<file path="src/source/dsp_pkg.sv">
`default_nettype none

package dsp_pkg;

    parameter int SEQ_LENGTH = 3;  // channel memory in bits.
    parameter int WIDTH      = 16; // detector positions per block.
    parameter int DEPTH      = 2;  // block length is WIDTH * DEPTH bits.
    parameter int ERR_BITS   = 8;
    parameter int TAP_BITS   = 8;
    parameter int MAX_BITS   = 8;
    parameter int BLK_BITS   = WIDTH * DEPTH;

    typedef logic signed [ERR_BITS+1:0] sample_t;

    // tap[0] weights the current bit, tap[t] the bit t positions earlier.
    typedef struct packed {
        logic [SEQ_LENGTH:0][TAP_BITS-1:0] tap;
    } tap_set_t;

    typedef struct packed {
        sample_t [BLK_BITS-1:0] samples;
        logic    [BLK_BITS-1:0] bits;
        logic    [SEQ_LENGTH-1:0] history; // history[SEQ_LENGTH-1] is the bit just before bits[0].
    } block_in_t;

    typedef enum logic [1:0] {
        HYP_NONE = 2'd0,
        HYP_HERE = 2'd1,
        HYP_NEXT = 2'd2,
        HYP_BOTH = 2'd3
    } hyp_e;

    typedef struct packed {
        logic [BLK_BITS-1:0] bits;
        hyp_e [WIDTH-1:0]    hyp;
    } block_out_t;

    // contents of the first pipeline register.
    typedef struct packed {
        logic [BLK_BITS-1:0]               bits;
        logic [BLK_BITS-1:0][ERR_BITS-1:0] resid;
    } stage_t;

endpackage

`default_nettype wire

</file>
<file path="src/source/bit_corrector.sv">
`timescale 1ns/1ns
`default_nettype none

module bit_corrector #(
    parameter int WIDTH = 16,
    parameter int DEPTH = 2
) (
    input  logic                      clk,
    input  logic                      rst_n,
    input  logic                      stage_valid,
    input  dsp_pkg::stage_t           stage,
    input  dsp_pkg::hyp_e [WIDTH-1:0] pos,
    input  logic                      enable,
    output logic                      advance,
    output logic                      out_valid,
    input  logic                      out_ready,
    output dsp_pkg::block_out_t       out_blk,
    output logic                      block_done
);

    localparam int N = WIDTH * DEPTH;

    logic [N-1:0]              flips;
    dsp_pkg::hyp_e [WIDTH-1:0] hyp;

    // Neighbouring positions may name the same bit.
    // The XOR makes two such flips cancel.
    always_comb begin
        flips = '0;
        for (int i = 0; i < WIDTH; i++) begin
            if (enable) begin
                hyp[i] = pos[i];
            end else begin
                hyp[i] = dsp_pkg::HYP_NONE;
            end
            case (hyp[i])
                dsp_pkg::HYP_HERE: flips[i] = flips[i] ^ 1'b1;
                dsp_pkg::HYP_NEXT: flips[i+1] = flips[i+1] ^ 1'b1;
                dsp_pkg::HYP_BOTH: begin
                    flips[i]   = flips[i] ^ 1'b1;
                    flips[i+1] = flips[i+1] ^ 1'b1;
                end
                default: ;
            endcase
        end
    end

    assign advance    = !out_valid || out_ready; // register free or being read.
    assign block_done = out_valid && out_ready;

    always_ff @(posedge clk) begin
        if (!rst_n) begin
            out_valid <= 1'b0;
        end else if (advance) begin
            out_valid <= stage_valid;
        end
    end

    always_ff @(posedge clk) begin
        if (advance && stage_valid) begin
            out_blk.bits <= stage.bits ^ flips;
            out_blk.hyp  <= hyp;
        end
    end

endmodule : bit_corrector

`default_nettype wire

</file>
<file path="config.mk">
export PLATFORM = sky130hd
export DESIGN_NAME = bit_corrector
export DESIGN_NICKNAME = d
export VERILOG_FILES = /design/src/source/dsp_pkg.sv /design/src/source/bit_corrector.sv
export SDC_FILE = /design/constraint.sdc
export NUM_CORES = 1
export LEC_CHECK = 0
export ABC_CLOCK_PERIOD_IN_PS = 6520
export BUFFER_PORTS_ARGS = -buffer_cell sky130_fd_sc_hd__buf_4
export CELL_PAD_IN_SITES_DETAIL_PLACEMENT = 0
export CELL_PAD_IN_SITES_GLOBAL_PLACEMENT = 1
export CORE_AREA = 2 2 151 153
export CTS_CLUSTER_DIAMETER = 30
export DETAILED_ROUTE_END_ITERATION = 7
export DIE_AREA = 0 0 153 155
export HOLD_SLACK_MARGIN = 0.12
export PLACE_DENSITY_LB_ADDON = 0.05
export SETUP_SLACK_MARGIN = 0.5
export SLEW_MARGIN = 20
export SYNTH_ARGS = -nofsm -noshare
export SYNTH_HDL_FRONTEND = slang
export SYNTH_SLANG_ARGS = --single-unit
export TNS_END_PERCENT = 10
</file>
<file path="constraint.sdc">
create_clock -name clk -period 6.52 [get_ports clk]
set_clock_uncertainty 0.1 [all_clocks]
set_input_delay 1.304 -clock clk [delete_from_list [all_inputs] [get_ports clk]]
set_output_delay 1.304 -clock clk [all_outputs]
set_load 0.03 [all_outputs]
</file>
# --- Word-level counts from Yosys, hierarchy flattened ---
# Index checks and enable logic that the tools add are counted.
classes:
  div: 0
  n_addsub: 0
  multipliers: 0
  bitwise: 16
  muxes: 48
  order_cmp: 0
  n_eq_ne: 48
  n_reduce_logical: 36
  n_shift: 0
ops:
  columns: ["op", "n"]
  rows:
  - ["$eq A2 B2 Y1 const B", 32]
  - ["$reduce_or A2 Y1", 32]
  - ["$eq A2 B1 Y1 const B", 16]
  - ["$mux W1", 32]
  - ["$mux W2", 16]
  - ["$xor A32 B17 Y32", 1]
  - ["$not A1 Y1", 15]
  - ["$logic_and A1 B1 Y1", 2]
  - ["$logic_not A1 Y1", 1]
  - ["$logic_or A1 B1 Y1", 1]
word_totals:
  latch_bits: 0
  mem_bits_ro: 0
  mem_count: 0
  word_cells: 166
  ram_bits: 0
  regBits: 65
  output_inout_bits: 67

# --- Logic depth before layout (Yosys ltp) ---
depth:
  ltp_word: 7
  depth_mapped: 4
  mapped_depth_nobuf: 3

# --- Least setup slack after synthesis ---
# Ideal clock, no wire load.
synth_timing:
  path_type: "in2reg"
  start: "input out_ready"
  end: "register out_blk[0] in the netlist's numbering (enable)"
  path_buffers: 0
  slack_ns: 2.803
  path_stages: 2
  t_arrival_ns: 3.188
  path_cell_list: "nand2b_1 and2_1"
synth_between:
  elab_chain_len: 2
synth_rtl:
  columns: ["element", "line", "text"]
  rows:
  - ["from (decl)", "bit_corrector.sv:16", "input logic out_ready,"]
  - ["$logic_or A1 B1 Y1", "bit_corrector.sv:48", "assign advance = !out_valid || out_ready;"]
  - ["$logic_and A1 B1 Y1", "bit_corrector.sv:60", "if (advance && stage_valid) begin"]
  - ["to (decl)", "bit_corrector.sv:17", "output dsp_pkg::block_out_t out_blk,"]
# Every way passes these cells.
# A chain may end at the register's enable or synchronous reset.

# --- Final worst setup path ---
layout_timing:
  start: "input out_ready"
  end: "output advance"
layout_between:
  elab_chain_len: 1
layout_rtl:
  columns: ["element", "line", "text"]
  rows:
  - ["$logic_or A1 B1 Y1", "bit_corrector.sv:48", null]
  - ["to (decl)", "bit_corrector.sv:14", "output logic advance,"]
# Every way passes these cells.

==> results.md <==
* Yosys warns at 0
* Die area at 0.0237 mm²
* Area grow syn2layout at 61.1%
* Nets at 620
* Seq/Total Area, Yosys at 0.727
* Met2 WL at 2790 µm
* P per Cell Area at 283 mW/mm²
* Final min period at 3.17 ns
* Post-DRT Antenna Nets at 0
* Clock Latency Late Sink at 0.34 ns
* Die Y at 155 µm
* WP buf/inv at 2
* Num CTS Buffers at 9
* Routed wl met3 at 861 µm
* Final worst-path cycle share at 0.485
* Peak VDD IR at 0.102 mV
* Worst hold path type: flip-flop to flip-flop
* CTS tree: done
* Worst Path Required at 5.12 ns
* Synth Net Count at 479
* Startpoint types: input port
* Post-CTS setup buffers at 0
* TritonRoute pass-1 iters at 4
* GRT Total Usage at 0.0688
* RSZ-0062 raised after global routing: no
* Final setup vio count at 0
* PostCTS Resize Cnt at 0
* Netlist Area Pre-Place at 0.00267 mm²
* LEAKAGE at 0.00175 µW
* Max-slew violations at 0
* Total Power at 1220 µW
* FMAX at 0.316 GHz
* GRT overflow at 0
* Share of cells above drive strength 1 at 0.580
* HPWL Detailed at 5170 µm
* Yosys reg bits at 65
* Status: completed
* Count of cell types in the netlist at 17
* Slew @ Worst Pin at 1.01 ns
* Max incr delay on CP at 0.18 ns
* Worst Path Arrival at 1.76 ns
* DR DRC count at 0
* Critical-path top delay cell: buf_4
* CP Max Fanout at 3
* Rows at 55
* Slew margin rel. at 0.326
* Setup TNS at 0 ns
* Core ar. at 0.0222 mm²
* DRT Wirelength at 7770 µm
* Initial Util at 0.120
* H-tree depth reported by CTS at 3
* Clock Path Buffers at 2
* Setup Crit Path Kind: input port to output pin
* Hold WS at 0.471 ns
* Clk sinks at 65
* Via/cell ratio at 2.99
* Syn Inst Count at 154
* Cell Chain, Critical Path: buf_4 -> nand2b_1 -> buf_4
* Max Cap Viol at 0
* First-pass GRT wire length at 11,800 µm
* Root Buffer Master: clkbuf_16
* Placed Cells at 569
* Mean Syn Cell Area at 17.3 µm²
* Final core occ at 0.193
* Routed len/inst at 13.3 µm
* Max Used Layer: met4
* Top cell by count, worst path: buf_4
* Vias post-DR at 1,751
* M1 WL at 3940 µm
* Hold Violations, Final at 0
* RePlAce Congestion at 0.598
* Critical path capture point type: output pin
* Non-filler cells, final at 585
* Clock-pin slew on the worst setup and hold paths at 0.07 ns
* CP delay by family, top: buffers and inverters
* Antenna violations before repair at 0
* Largest net degree at the start of global routing at 65
* IO Port Bufs at 135
* Hold buffers post-CTS at 0
* Die width at 153 µm
* ANT cells at 0
* Vias in the first global route at 1,831
* 1st-iter DRT viols at 35
* Total I/O pin count at 392
## logic make-up after synthesis
kind of cell	count (synthesis)	share of synthesized area
buffers and inverters	6	0.0187
XOR/XNOR	32	0.133
AND/OR/NAND/NOR	50	0.118
AO/OA/AOI/OAI	1	0.00281
flip-flops	65	0.727
## tightest hold or removal path, cell delays in order, from the launching register on
cell	delay [ns]
dfxtp_1	0.32
nand2b_1	0.11
a21boi_0	0.09
## cell usage after synthesis
library cell	count	area (µm²)
a21boi_0	1	7.51
and2_1	32	200
and2_4	2	17.5
buf_12	1	20.0
buf_2	1	5.00
buf_6	1	11.3
clkbuf_2	2	10.0
dfxtp_1	1	20.0
edfxtp_1	64	1920
inv_1	1	3.75
nand2_1	5	18.8
nand2_2	8	50.1
nand2_4	2	22.5
nand2b_1	1	6.26
xnor2_1	5	43.8
xnor2_2	10	163
xor2_1	17	149
## metal layers
layer	track usage	up-vias
met5	0	-
met4	0.0370	0
met3	0.0357	11
met2	0.0801	107
met1	0.0983	821
li1	-	812
## area by class of cell
type                    count  area (µm²)
clock buffers               9         225
clock inverters             7        78.8
fillers                  2450       17900
inverters                   1        3.75
multi-input cells          83         681
flip-flops and latches     65        1940
well taps                 285         357
repair buffers            135        1010
## stage by stage
stage | setup slack (ns) | cell area [µm²]
after global placement | 3.35 | 4000
after detailed placement | 3.34 | 4000
after CTS | 3.34 | 4300
after floorplan | 2.80 | 2670
after global routing | 3.32 | 4300
final | 3.35 | 4300
## cell usage in the layout, fill, tap and decap left out
cell type	synthesis	final
xnor2_2	10	10
bufinv_16	0	1
edfxtp_1	64	64
and2_1	32	31
nand2_4	2	2
clkinvlp_4	0	3
a21boi_0	1	1
and2_4	2	3
buf_4	0	135
xnor2_1	5	5
inv_6	0	2
nand2b_1	1	1
dfxtp_1	1	1
clkbuf_16	0	9
xor2_1	17	17
clkinv_4	0	1
nand2_2	8	8
nand2_1	5	5
inv_1	1	1
## report_power, final
group          internal, µW  total [µW]  switching, µW
combinational          85.3         199            113
sequential              496         504           7.92
clock                   300         513            213
total                   881        1220            334
## sequential cells by signal (all words and copies together), names as in the netlist
register	cells
out_blk	64
out_valid	1
## final timing paths
kind	start	to	slack, ns	cells past startpoint
worst min register to register	out_valid$_SDFFE_PN0P_	out_valid$_SDFFE_PN0P_	0.47	2
worst max register to register	out_valid$_SDFFE_PN0P_	out_blk[23]$_DFFE_PP_	4.73	2
worst max-delay path	out_ready	advance	3.35	3
worst min-delay path	out_valid$_SDFFE_PN0P_	out_valid$_SDFFE_PN0P_	0.47	2
No activity file was read; power rests on OpenSTA's default activity.
