===== src/source/dsp_pkg.sv =====
`default_nettype none

package dsp_pkg;

    parameter int SEQ_LENGTH = 3;  // channel memory in bits.
    parameter int WIDTH      = 16; // detector positions per block.
    parameter int DEPTH      = 2;  // block length is WIDTH * DEPTH bits.
    parameter int ERR_BITS   = 8;
    parameter int TAP_BITS   = 8;
    parameter int MAX_BITS   = 8;
    parameter int BLK_BITS   = WIDTH * DEPTH;

    typedef logic signed [ERR_BITS+1:0] sample_t;

    // tap[0] weights the current bit, tap[t] the bit t positions earlier.
    typedef struct packed {
        logic [SEQ_LENGTH:0][TAP_BITS-1:0] tap;
    } tap_set_t;

    typedef struct packed {
        sample_t [BLK_BITS-1:0] samples;
        logic    [BLK_BITS-1:0] bits;
        logic    [SEQ_LENGTH-1:0] history; // history[SEQ_LENGTH-1] is the bit just before bits[0].
    } block_in_t;

    typedef enum logic [1:0] {
        HYP_NONE = 2'd0,
        HYP_HERE = 2'd1,
        HYP_NEXT = 2'd2,
        HYP_BOTH = 2'd3
    } hyp_e;

    typedef struct packed {
        logic [BLK_BITS-1:0] bits;
        hyp_e [WIDTH-1:0]    hyp;
    } block_out_t;

    // contents of the first pipeline register.
    typedef struct packed {
        logic [BLK_BITS-1:0]               bits;
        logic [BLK_BITS-1:0][ERR_BITS-1:0] resid;
    } stage_t;

endpackage

`default_nettype wire


===== src/source/residual_calc.sv =====
`timescale 1ns/1ns
`default_nettype none

module residual_calc #(
    parameter int SEQ_LENGTH = 3,
    parameter int WIDTH      = 16,
    parameter int DEPTH      = 2,
    parameter int ERR_BITS   = 8
) (
    input  logic               clk,
    input  logic               rst_n,
    input  logic               in_valid,
    output logic               in_ready,
    input  dsp_pkg::block_in_t in_blk,
    input  dsp_pkg::tap_set_t  taps,
    input  logic               advance,
    output logic               stage_valid,
    output dsp_pkg::stage_t    stage
);

    localparam int N       = WIDTH * DEPTH;
    localparam int ACC_W   = ERR_BITS + 6; // room for a sample and SEQ_LENGTH+1 taps.
    localparam int SAT_MAX = 2 ** (ERR_BITS - 1) - 1;
    localparam int SAT_MIN = -(2 ** (ERR_BITS - 1));

    logic [N+SEQ_LENGTH-1:0]    ext_bits;
    logic [N-1:0][ERR_BITS-1:0] resid;
    logic                       load;

    // bit k of the block sits at ext_bits[k + SEQ_LENGTH], the history below it.
    assign ext_bits = {in_blk.bits, in_blk.history};
    assign in_ready = !stage_valid || advance;
    assign load     = in_valid && in_ready;

    // a decision of 1 means +1 on the channel, a 0 means -1.
    always_comb begin
        logic signed [ACC_W-1:0] acc;
        for (int k = 0; k < N; k++) begin
            acc = $signed(in_blk.samples[k]);
            for (int t = 0; t <= SEQ_LENGTH; t++) begin
                if (ext_bits[k - t + SEQ_LENGTH]) begin
                    acc = acc - $signed(taps.tap[t]);
                end else begin
                    acc = acc + $signed(taps.tap[t]);
                end
            end
            if (acc > SAT_MAX) begin
                resid[k] = ERR_BITS'(SAT_MAX);
            end else if (acc < SAT_MIN) begin
                resid[k] = ERR_BITS'(SAT_MIN);
            end else begin
                resid[k] = acc[ERR_BITS-1:0];
            end
        end
    end

    always_ff @(posedge clk) begin
        if (!rst_n) begin
            stage_valid <= 1'b0;
        end else if (in_ready) begin
            stage_valid <= in_valid; // empties when the block moves on with nothing behind it.
        end
    end

    // taps in effect at the accepting edge are the ones baked into the residuals.
    always_ff @(posedge clk) begin
        if (load) begin
            stage.bits  <= in_blk.bits;
            stage.resid <= resid;
        end
    end

endmodule : residual_calc

`default_nettype wire


===== config.mk =====
export PLATFORM = sky130hd
export DESIGN_NAME = residual_calc
export DESIGN_NICKNAME = d
export VERILOG_FILES = /design/src/source/dsp_pkg.sv /design/src/source/residual_calc.sv
export SDC_FILE = /design/constraint.sdc
export NUM_CORES = 2
export LEC_CHECK = 0
export ABC_AREA = 0
export BUFFER_PORTS_ARGS = -buffer_cell sky130_fd_sc_hd__buf_2
export CAP_MARGIN = 20
export CELL_PAD_IN_SITES_DETAIL_PLACEMENT = 0
export CELL_PAD_IN_SITES_GLOBAL_PLACEMENT = 1
export CORE_AREA = 4 4 430 432
export DETAILED_ROUTE_END_ITERATION = 8
export DIE_AREA = 0 0 434 436
export PLACE_DENSITY_LB_ADDON = 0.1
export SYNTH_ARGS = -nofsm -noshare
export SYNTH_HDL_FRONTEND = slang
export SYNTH_SLANG_ARGS = --single-unit

===== constraint.sdc =====
create_clock -name clk -period 25.6 [get_ports clk]
set_clock_uncertainty 0.15 [all_clocks]
set_input_delay 5.12 -clock clk [delete_from_list [all_inputs] [get_ports clk]]
set_output_delay 5.12 -clock clk [all_outputs]
set_load 0.02 [all_outputs]

-- Yosys cells after proc, flatten, opt, wreduce, memory -nomap -nowiden
Cells that the tools add are included.
- bits in registers: 289
- input port bits: 391
- output and inout port bits: 290
- logic and storage cells: 517
- add/subtract/negate cells: 256
- order comparisons: 64
- muxes and demuxes: 160
- reduce and logical (&&, ||, !) cells: 3
- operators by type and width (operator ; number):
    $mux W14 ; 128
    $add A14 B8 Y14 ; 96
    $sub A14 B8 Y14 ; 96
    $gt A14 B8 Y1 const B ; 32
    $lt A14 B8 Y1 const B ; 32
    $add A10 B8 Y11 ; 32
    $sub A10 B8 Y11 ; 32
    $mux W8 ; 32
    $logic_and A1 B1 Y1 ; 1
    $logic_not A1 Y1 ; 1
    $logic_or A1 B1 Y1 ; 1

-- Depth between registers and ports, before layout
- depth after elaboration: 10
- mapped depth: 39
- gate-level depth less buffers: 37

-- Worst setup path before layout
Ideal clock, no wire load.
- kind: input -> register
- start point: in advance
- end point: reg stage[0] (netlist name) (enable)
- arrival time: 11.944 ns
- path slack: 12.821 ns
- stages on the path: 2
- buffers on the path: 0
- cell sequence: nand2b_1 and2_1
- word-level cells in the longest chain between the ends: 2
- RTL lines (what ; line ; RTL):
    from (decl) ; residual_calc.sv:16 ; input logic advance,
    $logic_or A1 B1 Y1 ; residual_calc.sv:32 ; assign in_ready = !stage_valid || advance;
    $logic_and A1 B1 Y1 ; residual_calc.sv:33 ; assign load = in_valid && in_ready;
    named net load ; residual_calc.sv:28 ; logic load;
    to (decl) ; residual_calc.sv:18 ; output dsp_pkg::stage_t stage
The timed path passes the listed nets, and every way through them passes these cells.
A chain may end at the register's enable or synchronous reset.

-- Worst setup path after layout
- start point: in taps[0] (netlist name)
- end point: reg stage[197] (netlist name), data pin
- word-level cells in the longest chain between the ends: 10
- elaborated cells on any way between the ends: 15
- classes of those cells: add/sub (8); order compare (2); mux (5)
- RTL lines (what ; line ; RTL):
    from (decl) ; residual_calc.sv:15 ; input dsp_pkg::tap_set_t taps,
    $add A10 B8 Y11 / $sub A10 B8 Y11 (equally long branches) ; residual_calc.sv:44, residual_calc.sv:42 ;
    $mux W14 * ; residual_calc.sv:41 ; if (ext_bits[k - t + SEQ_LENGTH]) begin
    $add A14 B8 Y14 / $sub A14 B8 Y14 (equally long branches) ; residual_calc.sv:44, residual_calc.sv:42 ;
    $mux W14 * ; residual_calc.sv:41 ;
    $add A14 B8 Y14 / $sub A14 B8 Y14 (equally long branches) ; residual_calc.sv:44, residual_calc.sv:42 ;
    $mux W14 * ; residual_calc.sv:41 ;
    $add A14 B8 Y14 / $sub A14 B8 Y14 (equally long branches) ; residual_calc.sv:44, residual_calc.sv:42 ;
    $mux W14 * ; residual_calc.sv:41 ;
    $lt A14 B8 Y1 ; residual_calc.sv:49 ; end else if (acc < SAT_MIN) begin
    $mux W8 ; residual_calc.sv:49 ;
Mark *: on every way between the ends. The rest lies on a longest branch, timed or not.

==> reports/metrics.yaml <==
yosys.cell_types.count: 100
cp.required_ns: 25.88
startpoint: "taps[0]"
gp_congestion: 0.991
worst_pin_slew_ns: 1.16
drt_iter0_markers: 8061
nFillCells: 17400
grt_pass1_vias: 86200
synth.most_common_cell: "nor2_1"
regArea_sq_um: 8670
cts_tree: "built"
postSynth.asyncResetShare_pct: 0
dr.pass1.iters: 8
hold_viol_final: 0
cp.arrival_ns: 13.69
antenna_found_initial: 17
post-route-drc-count: 0
nNetsFinal: 14700
synth_adder_area_share_pct: 23.3
finalCritPeriodShare_pct: 52.4
cts_hold_buf: 0
worst_r2r_startpoint: "stage_valid"
syn_area_sq_um: 91900
numCtsBuffers: 42
setup_tns_ns: 0
ys_seq_elements: 289
synth_top_area_cell: "ha_1"
cts.clk_slew.worst_paths_ns: 0.06
fp-row-count: 156
crit_slowest_cell: "buf_4"
dieArea_sq_um: 189000
cts_root_buf: "clkbuf_16"
synthTopCellsByArea: "ha_1 (21%), xnor2_1 (15%), edfxtp_1 (9.4%), nor2_1 (7.0%), a21oi_1 (6.9%)"
syn-num-nets: 14200
crit_path_start_kind: "input port"
min_from: "stage_valid"
die-width_um: 434
setup_viol: 0
ys_seq_area_share_pct: 9.43
path_class: "input port to flop"
die_h_um: 436
synth_top_family_by_area: "compound AO/OA/AOI/OAI gates"
grtUsageTotal_pct: 38.1
path_buf_inv: 6
hp-class: "flop to flop"
portBuffers: 680
maxCapViolCount: 0
syn2layout_area_growth_pct: 8.01
dpl_cell_area_sq_um: 97900
post_drt_wl_per_cell_um: 25.1
core_region_area_sq_um: 181000
synth_cells: 12200
max_stage_delay_ns: 0.74
worstSetupEndpointType: "flop"
final_util_pct: 55.0
syn_avg_cell_area_sq_um: 7.53
synth_compound_area_share_pct: 25.7
htree_levels: 2
final_cell_area_sq_um: 99300
grt_first_pass_wirelength_um: 545000
post-route-min-period_ns: 13.41
final_layout_size_suffix_gt1_share_pct: 8.97
cp_top_family: "buffers and inverters"
via_per_inst: 6.10
multi_input_area_sq_um: 79300
ios: 681
synth_edf_count: 288
drt-total-wl_um: 377000
start_util_pct: 50.9
report.final.slew_viol_count: 0
via_count: 91700
cts-resized-gates: 0
slew_headroom_pct: 21.5
timing.fmax_mhz: 74.6
synth_top_cell_area_share_pct: 20.5
insertion_delay_ns: 0.70
critPathMaxFanout: 33
post_cts_buffers: 0
numClockSinks: 289
synth_flop_cell: "edfxtp_1"
muxShareOfSynthArea_pct: 1.87
synth-simple-area-share_pct: 16.4
cts_buffer_depth: 3
dpl.hpwl_um: 278000
synth_common_cells: "nor2_1 (1723), xnor2_1 (1562), ha_1 (1509)"
status: "complete, no violations"
cpMostUsedCell: "xnor2_1"
drtAntennaViolNets: 0
yosys_warnings: 0
grt_max_degree: 70
synth_xor_xnor_area_share_pct: 18.8
grt-ovfl-total: 0
rsz0062_at_grt: "no"
[worst register-to-register path, cell delays in order, from the launching register on]
cell and delay, ns:
dfxtp_1 0.30, nand2b_1 0.10, and2_4 0.53, buf_4 0.66, buf_4 0.79
[cells by family (layout without fill, tap and decap cells)]
group,after synthesis,count (layout)
fa+ha+maj,1637,1637
buf+inv,1077,1520
flops,289,289
xor+xnor,1953,1953
simple gates,3325,3325
mux,164,164
compound gates,3773,3773
other cells,0,6
[placed cells by master (no fill, tap or decap), types with 128 or more instances in the layout]
cell / instances
a21boi_0: 140
a21o_1: 332
a21oi_1: 1268
buf_2: 653
buf_4: 177
edfxtp_1: 288
fa_1: 128
ha_1: 1504
inv_1: 603
nand2_1: 506
nand2b_1: 218
nor2_1: 1720
nor2b_1: 291
nor3_1: 155
o21a_1: 486
o21ai_0: 795
xnor2_1: 1559
xor2_1: 371
[per-stage QoR]
step	hold WS, ns	worst slack, ns	std cells
after floorplan	0.600	12.82	12200
after global placement	0.361	11.93	15000
after detailed placement	0.386	11.67	15000
after CTS	0.394	12.38	15000
after global routing	0.435	11.79	15000
final	0.383	12.19	15000
[layer usage]
layer,GRT usage [%],vias to the layer above,share of wire [%]
met2,60.9,3612,44
li1,-,44000,-
met4,26.4,2,8.6
met1,47.3,43000,40
met3,5.38,1022,7.6
met5,0,-,0.0053
[worst paths after layout]
| kind | endpoint | slack, ns | cells past startpoint |
|---|---|---|---|
| worst max register to register | stage[285] | 22.55 | 4 |
| worst min register to register | stage_valid | 0.38 | 2 |
| worst max-delay path | stage[197] | 12.19 | 34 |
| worst min-delay path | stage_valid | 0.38 | 2 |
[final cells by class]
class,count,area share (%)
multi-input cells,10900,79.9
flip-flops and latches,289,8.73
repair buffers,835,4.69
well taps,2370,2.99
inverters,607,2.29
clock buffers,49,1.11
clock inverters,29,0.286
diodes,6,0.0151
[state kept, by name, summed over array words and instances, names as in the netlist]
register / cells
stage: 288
stage_valid: 1
Power is not shown: default switching activity piles up to over one toggle a cycle in this logic, so the estimate is an artifact.
