**src/source/apb_pkg.sv**
```systemverilog
`default_nettype none

package apb_pkg;

    parameter int ADDR_BITS = 8;
    parameter int DATA_BITS = 32;

    typedef struct packed {
        logic                 psel;
        logic                 penable;
        logic                 pwrite;
        logic [ADDR_BITS-1:0] paddr;
        logic [DATA_BITS-1:0] pwdata;
    } apb_req_t;

    typedef struct packed {
        logic [DATA_BITS-1:0] prdata;
        logic                 pready;
        logic                 pslverr;
    } apb_rsp_t;

    typedef enum logic [ADDR_BITS-1:0] {
        REG_CTRL  = 8'h00,
        REG_TAP0  = 8'h04,
        REG_TAP1  = 8'h08,
        REG_TAP2  = 8'h0C,
        REG_TAP3  = 8'h10,
        REG_COUNT = 8'h14 // read only.
    } reg_addr_e;

endpackage

`default_nettype wire

```
**src/source/dsp_pkg.sv**
```systemverilog
`default_nettype none

package dsp_pkg;

    parameter int SEQ_LENGTH = 3;  // channel memory in bits.
    parameter int WIDTH      = 16; // detector positions per block.
    parameter int DEPTH      = 2;  // block length is WIDTH * DEPTH bits.
    parameter int ERR_BITS   = 8;
    parameter int TAP_BITS   = 8;
    parameter int MAX_BITS   = 8;
    parameter int BLK_BITS   = WIDTH * DEPTH;

    typedef logic signed [ERR_BITS+1:0] sample_t;

    // tap[0] weights the current bit, tap[t] the bit t positions earlier.
    typedef struct packed {
        logic [SEQ_LENGTH:0][TAP_BITS-1:0] tap;
    } tap_set_t;

    typedef struct packed {
        sample_t [BLK_BITS-1:0] samples;
        logic    [BLK_BITS-1:0] bits;
        logic    [SEQ_LENGTH-1:0] history; // history[SEQ_LENGTH-1] is the bit just before bits[0].
    } block_in_t;

    typedef enum logic [1:0] {
        HYP_NONE = 2'd0,
        HYP_HERE = 2'd1,
        HYP_NEXT = 2'd2,
        HYP_BOTH = 2'd3
    } hyp_e;

    typedef struct packed {
        logic [BLK_BITS-1:0] bits;
        hyp_e [WIDTH-1:0]    hyp;
    } block_out_t;

    // contents of the first pipeline register.
    typedef struct packed {
        logic [BLK_BITS-1:0]               bits;
        logic [BLK_BITS-1:0][ERR_BITS-1:0] resid;
    } stage_t;

endpackage

`default_nettype wire

```
**src/source/apb_regs.sv**
```systemverilog
`timescale 1ns/1ns
`default_nettype none

module apb_regs (
    input  logic              clk,
    input  logic              rst_n,
    input  apb_pkg::apb_req_t apb_req,
    output apb_pkg::apb_rsp_t apb_rsp,
    output dsp_pkg::tap_set_t taps,
    output logic              enable,
    input  logic              block_done
);

    logic        access;      // access phase of an APB transfer.
    logic        addr_hit;
    logic [31:0] rdata;
    logic [31:0] block_count;

    assign access = apb_req.psel && apb_req.penable;

    // taps read back sign extended, the way they are used in the datapath.
    always_comb begin
        addr_hit = 1'b1;
        rdata    = '0;
        case (apb_req.paddr)
            apb_pkg::REG_CTRL:  rdata = {31'b0, enable};
            apb_pkg::REG_TAP0:  rdata = 32'($signed(taps.tap[0]));
            apb_pkg::REG_TAP1:  rdata = 32'($signed(taps.tap[1]));
            apb_pkg::REG_TAP2:  rdata = 32'($signed(taps.tap[2]));
            apb_pkg::REG_TAP3:  rdata = 32'($signed(taps.tap[3]));
            apb_pkg::REG_COUNT: rdata = block_count;
            default:            addr_hit = 1'b0;
        endcase
    end

    always_ff @(posedge clk) begin
        if (!rst_n) begin
            taps   <= '0;
            enable <= 1'b0;
        end else if (access && apb_req.pwrite) begin
            case (apb_req.paddr)
                apb_pkg::REG_CTRL: enable <= apb_req.pwdata[0];
                apb_pkg::REG_TAP0: taps.tap[0] <= apb_req.pwdata[dsp_pkg::TAP_BITS-1:0];
                apb_pkg::REG_TAP1: taps.tap[1] <= apb_req.pwdata[dsp_pkg::TAP_BITS-1:0];
                apb_pkg::REG_TAP2: taps.tap[2] <= apb_req.pwdata[dsp_pkg::TAP_BITS-1:0];
                apb_pkg::REG_TAP3: taps.tap[3] <= apb_req.pwdata[dsp_pkg::TAP_BITS-1:0];
                default: ; // the counter is read only, unmapped writes do nothing.
            endcase
        end
    end

    // one count per block taken from the output port, wrapping at 32 bits.
    always_ff @(posedge clk) begin
        if (!rst_n) begin
            block_count <= '0;
        end else if (block_done) begin
            block_count <= block_count + 32'd1;
        end
    end

    assign apb_rsp.prdata  = rdata;
    assign apb_rsp.pready  = 1'b1;                // no wait states.
    assign apb_rsp.pslverr = access && !addr_hit;

endmodule : apb_regs

`default_nettype wire

```
**config.mk**
```make
export PLATFORM = sky130hd
export DESIGN_NAME = apb_regs
export DESIGN_NICKNAME = d
export VERILOG_FILES = /design/src/source/apb_pkg.sv /design/src/source/dsp_pkg.sv /design/src/source/apb_regs.sv
export SDC_FILE = /design/constraint.sdc
export NUM_CORES = 1
export LEC_CHECK = 0
export BUFFER_PORTS_ARGS = -buffer_cell sky130_fd_sc_hd__buf_4
export CAP_MARGIN = 30
export CELL_PAD_IN_SITES_DETAIL_PLACEMENT = 1
export CELL_PAD_IN_SITES_GLOBAL_PLACEMENT = 1
export CORE_ASPECT_RATIO = 1.1
export CORE_MARGIN = 2
export CORE_UTILIZATION = 38
export CTS_CLUSTER_SIZE = 25
export DETAILED_ROUTE_END_ITERATION = 10
export PLACE_DENSITY_LB_ADDON = 0.12
export SLEW_MARGIN = 15
export SYNTH_ARGS = -nofsm -noshare
export SYNTH_HDL_FRONTEND = slang
export SYNTH_SLANG_ARGS = --single-unit
```
**constraint.sdc**
```tcl
create_clock -name clk -period 2.89 [get_ports clk]
set_input_delay 0.1445 -clock clk [delete_from_list [all_inputs] [get_ports clk]]
set_output_delay 0.1445 -clock clk [all_outputs]
set_load 0.005 [all_outputs]
```
### Yosys cells after proc, flatten, opt, wreduce, memory -nomap -nowiden

Index checks and enable logic that the tools add are counted.

| operators by class | value |
|---|---|
| equality and inequality tests | 5 |
| reductions and logical operators | 11 |
| multiplexer cells | 2 |
| $add $sub $neg | 1 |

Operator list:

| operator | count |
|---|---|
| $pmux W32 S6 | 1 |
| $add A32 B1 Y32 const B | 1 |
| $eq A8 B4 Y1 const B | 2 |
| $eq A8 B5 Y1 const B | 2 |
| $reduce_and A2 Y1 | 5 |
| $eq A8 B3 Y1 const B | 1 |
| $logic_not A8 Y1 | 1 |
| $reduce_or A6 Y1 | 1 |
| $logic_and A1 B1 Y1 | 3 |
| $logic_not A1 Y1 | 1 |
| $mux W1 | 1 |

| word-level totals | value |
|---|---|
| register bits after elaboration | 65 |
| output and inout bits | 67 |

### Logic depth before layout (Yosys ltp)

Gate-level depths: netlist (run 1).

| logic depth | value |
|---|---|
| depth in word-level cells | 5 |
| mapped depth | 7 |
| gate-level depth less buffers | 5 |

### Worst setup path after synthesis (run 1)

Ideal clock, no wire load.

| timing | value |
|---|---|
| path type | flip-flop to flip-flop |
| start point | register block_count[0] |
| end point | register block_count[26] |
| setup time | 71 ps |
| setup slack | 1085 ps |
| stages on the path, launching flop included | 6 |
| data arrival time | 1734 ps |
| buffers on the path | 0 |
| clock period less this slack | 1805 ps |
| data required time | 2819 ps |
| cells stage by stage | dfxtp_1 -> ha_1 -> and3_1 -> nand4_1 -> or4_1 -> a21oi_1 |

| between the ends | value |
|---|---|
| cells in the longest elaborated chain, start to end | 1 |

RTL lines:

| element | RTL line | text |
|---|---|---|
| start: declaration | apb_regs.sv:17 | `logic [31:0] block_count;` |
| start signal: assignment | apb_regs.sv:57 | `block_count <= block_count + 32'd1;` |
| $add A32 B1 Y32 | apb_regs.sv:57 |  |

No other way between the ends.
A chain may end at the register's enable or synchronous reset.

### Worst setup path in the final report (run 1)

| timing | value |
|---|---|
| start point | register block_count[1] |
| end point | register block_count[26] |

Same word-level chain as after synthesis.

==> impl_metrics.env, run 1 <==
export IMPL_synth_area_mm2=0.00347
export IMPL_worstPathCellList="ha_1 > and3_1 > nand4_1 > or4_1 > a21oi_1"
export IMPL_synth_seq_cells=65
export IMPL_dr_total_vias=3322
export IMPL_start_kind="flop"
export IMPL_fillers=1061
export IMPL_fin_nets=522
export IMPL_min_period_ns=2.30
export IMPL_syn_area_per_cell_um2=8.73
export IMPL_clkTransAtPathRegs_ns=0.08
export IMPL_yosysSeqAreaShare=0.375
export IMPL_cp_end_kind="flop"
export IMPL_min_path_type="primary input to flop"
export IMPL_rows=36
export IMPL_drc_errors=0
export IMPL_layout_commonest_cell="buf_4"
export IMPL_vdd_drop_max_v=0.000241
export IMPL_ant_nets=0
export IMPL_grt_max_degree=30
export IMPL_critPathSlowestCell="or4_1"
export IMPL_antenna_found_initial=0
export IMPL_place_hpwl_mm=7.38
export IMPL_viasPerCell=5.59
export IMPL_finalSetupTns_ns=0
export IMPL_slew_violations=0
export IMPL_first_global_vias=3274
export IMPL_clk_latency_ns=0.34
export IMPL_slowest_delay_ns=0.64
export IMPL_total_leakage_power_nw=1.83
export IMPL_synth_top_area_share=0.375
export IMPL_dp_cells=578
export IMPL_synthArstFlopShare=0
export IMPL_core_mm2=0.00887
export IMPL_grt_pass1_wl_mm=16.4
export IMPL_cts_tree="yes"
export IMPL_synth_top_area_cell="dfxtp_1"
export IMPL_first_iter_violations=92
export IMPL_die_area_mm2=0.00993
export IMPL_synthCells=398
export IMPL_fin_crit_sh=0.797
export IMPL_synth_area_leaders="dfxtp_1, mux2i_1, a21o_1, nor2_1, nand3_1"
export IMPL_critical_path_top_delay_family="simple AND/OR/NAND/NOR gates"
export IMPL_numCtsBuffers=9
export IMPL_synth_edf_count=0
export IMPL_slew_headroom=0.433
export IMPL_status="complete, no violations"
export IMPL_wl_per_cell_um=17.1
export IMPL_synthFlopType="dfxtp_1"
export IMPL_finalHoldViolCount=0
export IMPL_cts_resized=0
export IMPL_clk_path_buf_depth=2
export IMPL_gp_congestion=0.762
export IMPL_worstPathArrival_ns=2.57
export IMPL_worstPathRequired_ns=3.16
export IMPL_wl_mm=10.1
export IMPL_multi_input_area_mm2=0.00202
export IMPL_clock_sinks=65
export IMPL_regArea_mm2=0.00130
export IMPL_cts_root_buf="clkbuf_8"
export IMPL_initial_core_util=0.392
export IMPL_stdcell_count=594
export IMPL_critPathBufInv=0
export IMPL_synthesis_nets=445
export IMPL_worst_pin_slew_ns=0.845
export IMPL_criticalPathCategory="flop to flop"
export IMPL_gr_total_overflow=0
export IMPL_power_density_mw_per_mm2=408
export IMPL_ys_types=46
export IMPL_ios=113
export IMPL_grtUsageTotal=0.207
export IMPL_drive_above_1_share=0.258
export IMPL_clock_fmax_mhz=434
export IMPL_drv_cap=0
export IMPL_drt_first_pass_iters=4
export IMPL_fp_dieW_um=95.2
export IMPL_critPathMaxFanout=10
export IMPL_htreeDepth=3
export IMPL_post_cts_buffers=0
export IMPL_port_buffers=87
export IMPL_area_growth_pct=26.9
export IMPL_finClkSkew_ns=0.0105
export IMPL_rsz0062_at_grt="false"
export IMPL_antenna_cells=0
export IMPL_setup_viol=0
export IMPL_yosysWarnings=0
export IMPL_cts_hold_buffers=0
export IMPL_die_y_um=104
export IMPL_mostFrequentLayoutCells="buf_4, dfxtp_1, nor2_1"
[stage by stage]
step | power (mW) | hold WS, ns | utilization | setup slack, ns | cell area [µm²]
final | 1.80 | 0.0579 | 0.497 | 0.586 | 4410
after global placement | 1.02 | 0.398 | 0.474 | 0.675 | 4210
after floorplan | 0.981 | 0.275 | - | 1.09 | 3470
after global routing | 1.88 | 0.0621 | 0.497 | 0.392 | 4410
after detailed placement | 1.03 | 0.406 | 0.474 | 0.596 | 4210
after CTS | 1.82 | 0.0470 | 0.497 | 0.623 | 4410
[final cells by class]
| cell class | count | area share |
|---|---|---|
| clock buffers | 10 | 0.0312 |
| clock inverters | 6 | 0.0153 |
| inverters | 5 | 0.00426 |
| multi-input cells | 298 | 0.458 |
| flip-flops and latches | 65 | 0.295 |
| well taps | 114 | 0.0323 |
| repair buffers | 96 | 0.163 |
[cells by family (layout without fill, tap and decap cells)]
group                      count (synthesis)  count (layout)  synth area share
and+or+nand+nor                          159             159             0.259
AOI/OAI and AO/OA                         85              85             0.169
muxes                                     40              40             0.119
xor gates and xnor gates                  12              12            0.0302
DFF                                       65              65             0.375
other                                      1               1           0.00108
buffers and inverters                     35             117            0.0436
adders and majority gates                  1               1           0.00360
[where the power goes]
group          switching (mW)  leakage (nW)  internal (mW)
Sequential            0.00670         0.524          0.898
Combinational          0.0619          1.21         0.0385
Clock                   0.373        0.0985          0.423
Total                   0.442          1.83           1.36
[path summary, 6_finish.rpt]
path / startpoint / to / slack [ns] / depth (start not counted)
setup / recovery: block_count[1] / block_count[26] / 0.59 / 5
hold / removal: apb_req[6] / taps[6] / 0.06 / 3
setup reg to reg: block_count[1] / block_count[26] / 0.59 / 5
hold reg to reg: taps[1] / taps[1] / 0.49 / 2
[cells in the mapped netlist, drive strengths merged (2+ instances only)]
library cell,instances
nor3,3
or2,2
nand4,12
dfxtp,65
nor2,42
buf,11
o2bb2ai,10
or3b,3
mux2i,38
nor4,9
nand3,21
o21ai,12
inv,4
o31ai,10
xnor2,4
or3,6
a22oi,5
nand2,26
and4,5
or4,12
o21a,2
nand2b,4
and2,2
clkbuf,19
nand3b,3
a21oi,16
nor3b,2
and3,6
xor2,8
a21o,25
[layer usage]
metal	up-vias	GRT usage	wire length (µm)
met5	-	0	0
li1	1613	-	-
met3	7	0.0399	455
met1	1636	0.259	4520
met2	66	0.360	5090
met4	0	0.0487	72
[tightest hold or removal path: cells and delay by family]
kind / cells / cell delay, ns
and+or+nand+nor: 1 / 0.06
AOI/OAI and AO/OA: 1 / 0.06
buffers and inverters: 1 / 0.10
[state kept, by name, indices dropped and copies added, names as in the netlist]
signal,count
enable,1
block_count,32
taps,32
No activity file was read; power rests on OpenSTA's default activity.
==> run 2, diff against run 1 <==
--- a/config.mk
+++ b/config.mk
@@ -11,7 +11,7 @@
 export CELL_PAD_IN_SITES_GLOBAL_PLACEMENT = 1
 export CORE_ASPECT_RATIO = 1.1
 export CORE_MARGIN = 2
-export CORE_UTILIZATION = 38
+export CORE_UTILIZATION = 34
 export CTS_CLUSTER_SIZE = 25
 export DETAILED_ROUTE_END_ITERATION = 10
 export PLACE_DENSITY_LB_ADDON = 0.12
==> constraint.sdc (replaced) <==
create_clock -name clk -period 1.9 [get_ports clk]
set_input_delay 0.095 -clock clk [delete_from_list [all_inputs] [get_ports clk]]
set_output_delay 0.095 -clock clk [all_outputs]
set_load 0.005 [all_outputs]
==> impl_metrics.env, run 2 (synthesized netlist as in run 1, its figures left out) <==
export IMPL_vdd_drop_max_v=0.000338
export IMPL_cts_root_buf="clkbuf_8"
export IMPL_reg_largest_list="block_count x32, taps x32, enable x1"
export IMPL_fillers=1185
export IMPL_critPathMaxFanout=7
export IMPL_worstHoldStart="apb_req[0]"
export IMPL_first_global_vias=3471
export IMPL_finalHoldViolCount=0
export IMPL_drc_errors=0
export IMPL_post_cts_buffers=0
export IMPL_die_y_um=110
export IMPL_ios=113
export IMPL_htreeDepth=3
export IMPL_clock_fmax_mhz=554
export IMPL_ant_nets=0
export IMPL_core_mm2=0.00989
export IMPL_wl_per_cell_um=17.2
export IMPL_grt_pass1_wl_mm=17.5
export IMPL_first_iter_violations=76
export IMPL_dp_slack_ns=-0.00410
export IMPL_finClkSkew_ns=0.00699
export IMPL_gr_total_overflow=0
export IMPL_setup_viol=0
export IMPL_numCtsBuffers=9
export IMPL_port_buffers=87
export IMPL_viasPerCell=5.53
export IMPL_worstPathArrival_ns=1.71
export IMPL_die_area_mm2=0.0110
export IMPL_status="complete, no violations"
export IMPL_rsz0062_at_grt="false"
export IMPL_crit_reg2reg_capture="block_count[31]"
export IMPL_drive_above_1_share=0.307
export IMPL_fp_dieW_um=100
export IMPL_grt_max_degree=47
export IMPL_gp_congestion=0.797
export IMPL_dp_cells=612
export IMPL_fin_crit_sh=0.950
export IMPL_placed_area_mm2=0.00449
export IMPL_finalPower_mw=2.92
export IMPL_fin_nets=554
export IMPL_rows=38
export IMPL_worst_r2r_path_depth=4
export IMPL_place_hpwl_mm=7.78
export IMPL_criticalPathCategory="primary input to output port"
export IMPL_start_kind="primary input"
export IMPL_min_period_ns=1.80
export IMPL_total_leakage_power_nw=2.02
export IMPL_stdcell_count=632
export IMPL_clock_sinks=65
export IMPL_min_path_type="primary input to flop"
export IMPL_initial_core_util=0.351
export IMPL_worstPathRequired_ns=1.80
export IMPL_power_density_mw_per_mm2=612
export IMPL_clk_path_buf_depth=2
export IMPL_area_growth_pct=37.5
export IMPL_r2r_start="block_count[22]"
export IMPL_antenna_cells=0
export IMPL_r2r_slack_ns=0.14
export IMPL_drt_first_pass_iters=4
export IMPL_dr_total_vias=3492
export IMPL_slew_violations=0
export IMPL_antenna_found_initial=0
export IMPL_drv_cap=0
export IMPL_fin_ws_ns=0.0955
export IMPL_final_cell_area_mm2=0.00478
export IMPL_mostFrequentLayoutCells="buf_4, dfxtp_1, nor2_1"
export IMPL_cp_end_kind="output port"
export IMPL_hold_path_depth=3
export IMPL_cts_tree="yes"
export IMPL_finalSetupTns_ns=0
export IMPL_clk_latency_ns=0.35
export IMPL_layout_commonest_cell="buf_4"
export IMPL_wl_mm=10.9
export IMPL_min_to="taps[0]"
export IMPL_clkTransAtPathRegs_ns=0.08
export IMPL_grtUsageTotal=0.199
run 2: cell count changes in the layout (fill, tap and decap cells not counted), moves of 2 or more:
cell / delta
buf_4: +22
buf_12: +5
dfxtp_2: +2
dlygate4sd3_1: +4
dfxtp_1: -2
run 2: final cells by class:
type	count	area, µm²	area share
Timing Repair Buffer	128	1040	0.217
Sequential cell	65	1300	0.273
Clock buffer	10	138	0.0288
Tap cell	120	150	0.0314
Multi-Input combinational cell	298	2040	0.427
Inverter	5	18.8	0.00393
Clock inverter	6	91.3	0.0191
run 2: worst max-delay path by stage:
stage | start | to | slack (ns) | depth (start not counted)
2_1_floorplan | block_count[0] | block_count[26] | 0.1 | 5
3_3_place_gp | apb_req[32] | apb_rsp[10] | 0.06 | 7
3_5_place_dp | apb_req[32] | apb_rsp[11] | -0.004 | 7
4_1_cts | block_count[23] | block_count[31] | 0.06 | 4
5_1_grt | block_count[22] | block_count[31] | 0.003 | 4
6_report | apb_req[32] | apb_rsp[5] | 0.1 | 7
run 2: critical path, cell delays in order:
cell and delay [ns]:
buf_4 0.11, or4_4 0.64, or2_2 0.33, nor2_1 0.10, buf_4 0.15, o2bb2ai_1 0.14
buf_4 0.14
run 2: routing by layer:
layer	track usage	wire, µm	up-vias
met5	0	0	-
met4	0.0548	140	0
met3	0.0334	432	12
met2	0.362	5430	81
met1	0.243	4900	1720
li1	-	-	1679
run 2: through the flow:
stage                      util  hold WS [ns]
after floorplan               -         0.225
after global placement    0.454         0.345
after detailed placement  0.454         0.357
after CTS                 0.481       0.00219
after global routing      0.483        0.0118
final                     0.483        0.0106
run 2: timing repair:
item / CTS / global route
pin swaps: 0 / 0
hold endpoints to repair: 4 / 0
setup endpoints to repair: 12 / 22
gates resized for setup: 1 / 6
hold buffers: 4 / 0
run 2: where the power goes:
part,switching [mW],internal [mW]
clock network,0.592,0.776
logic,0.110,0.0764
registers,0.00270,1.37
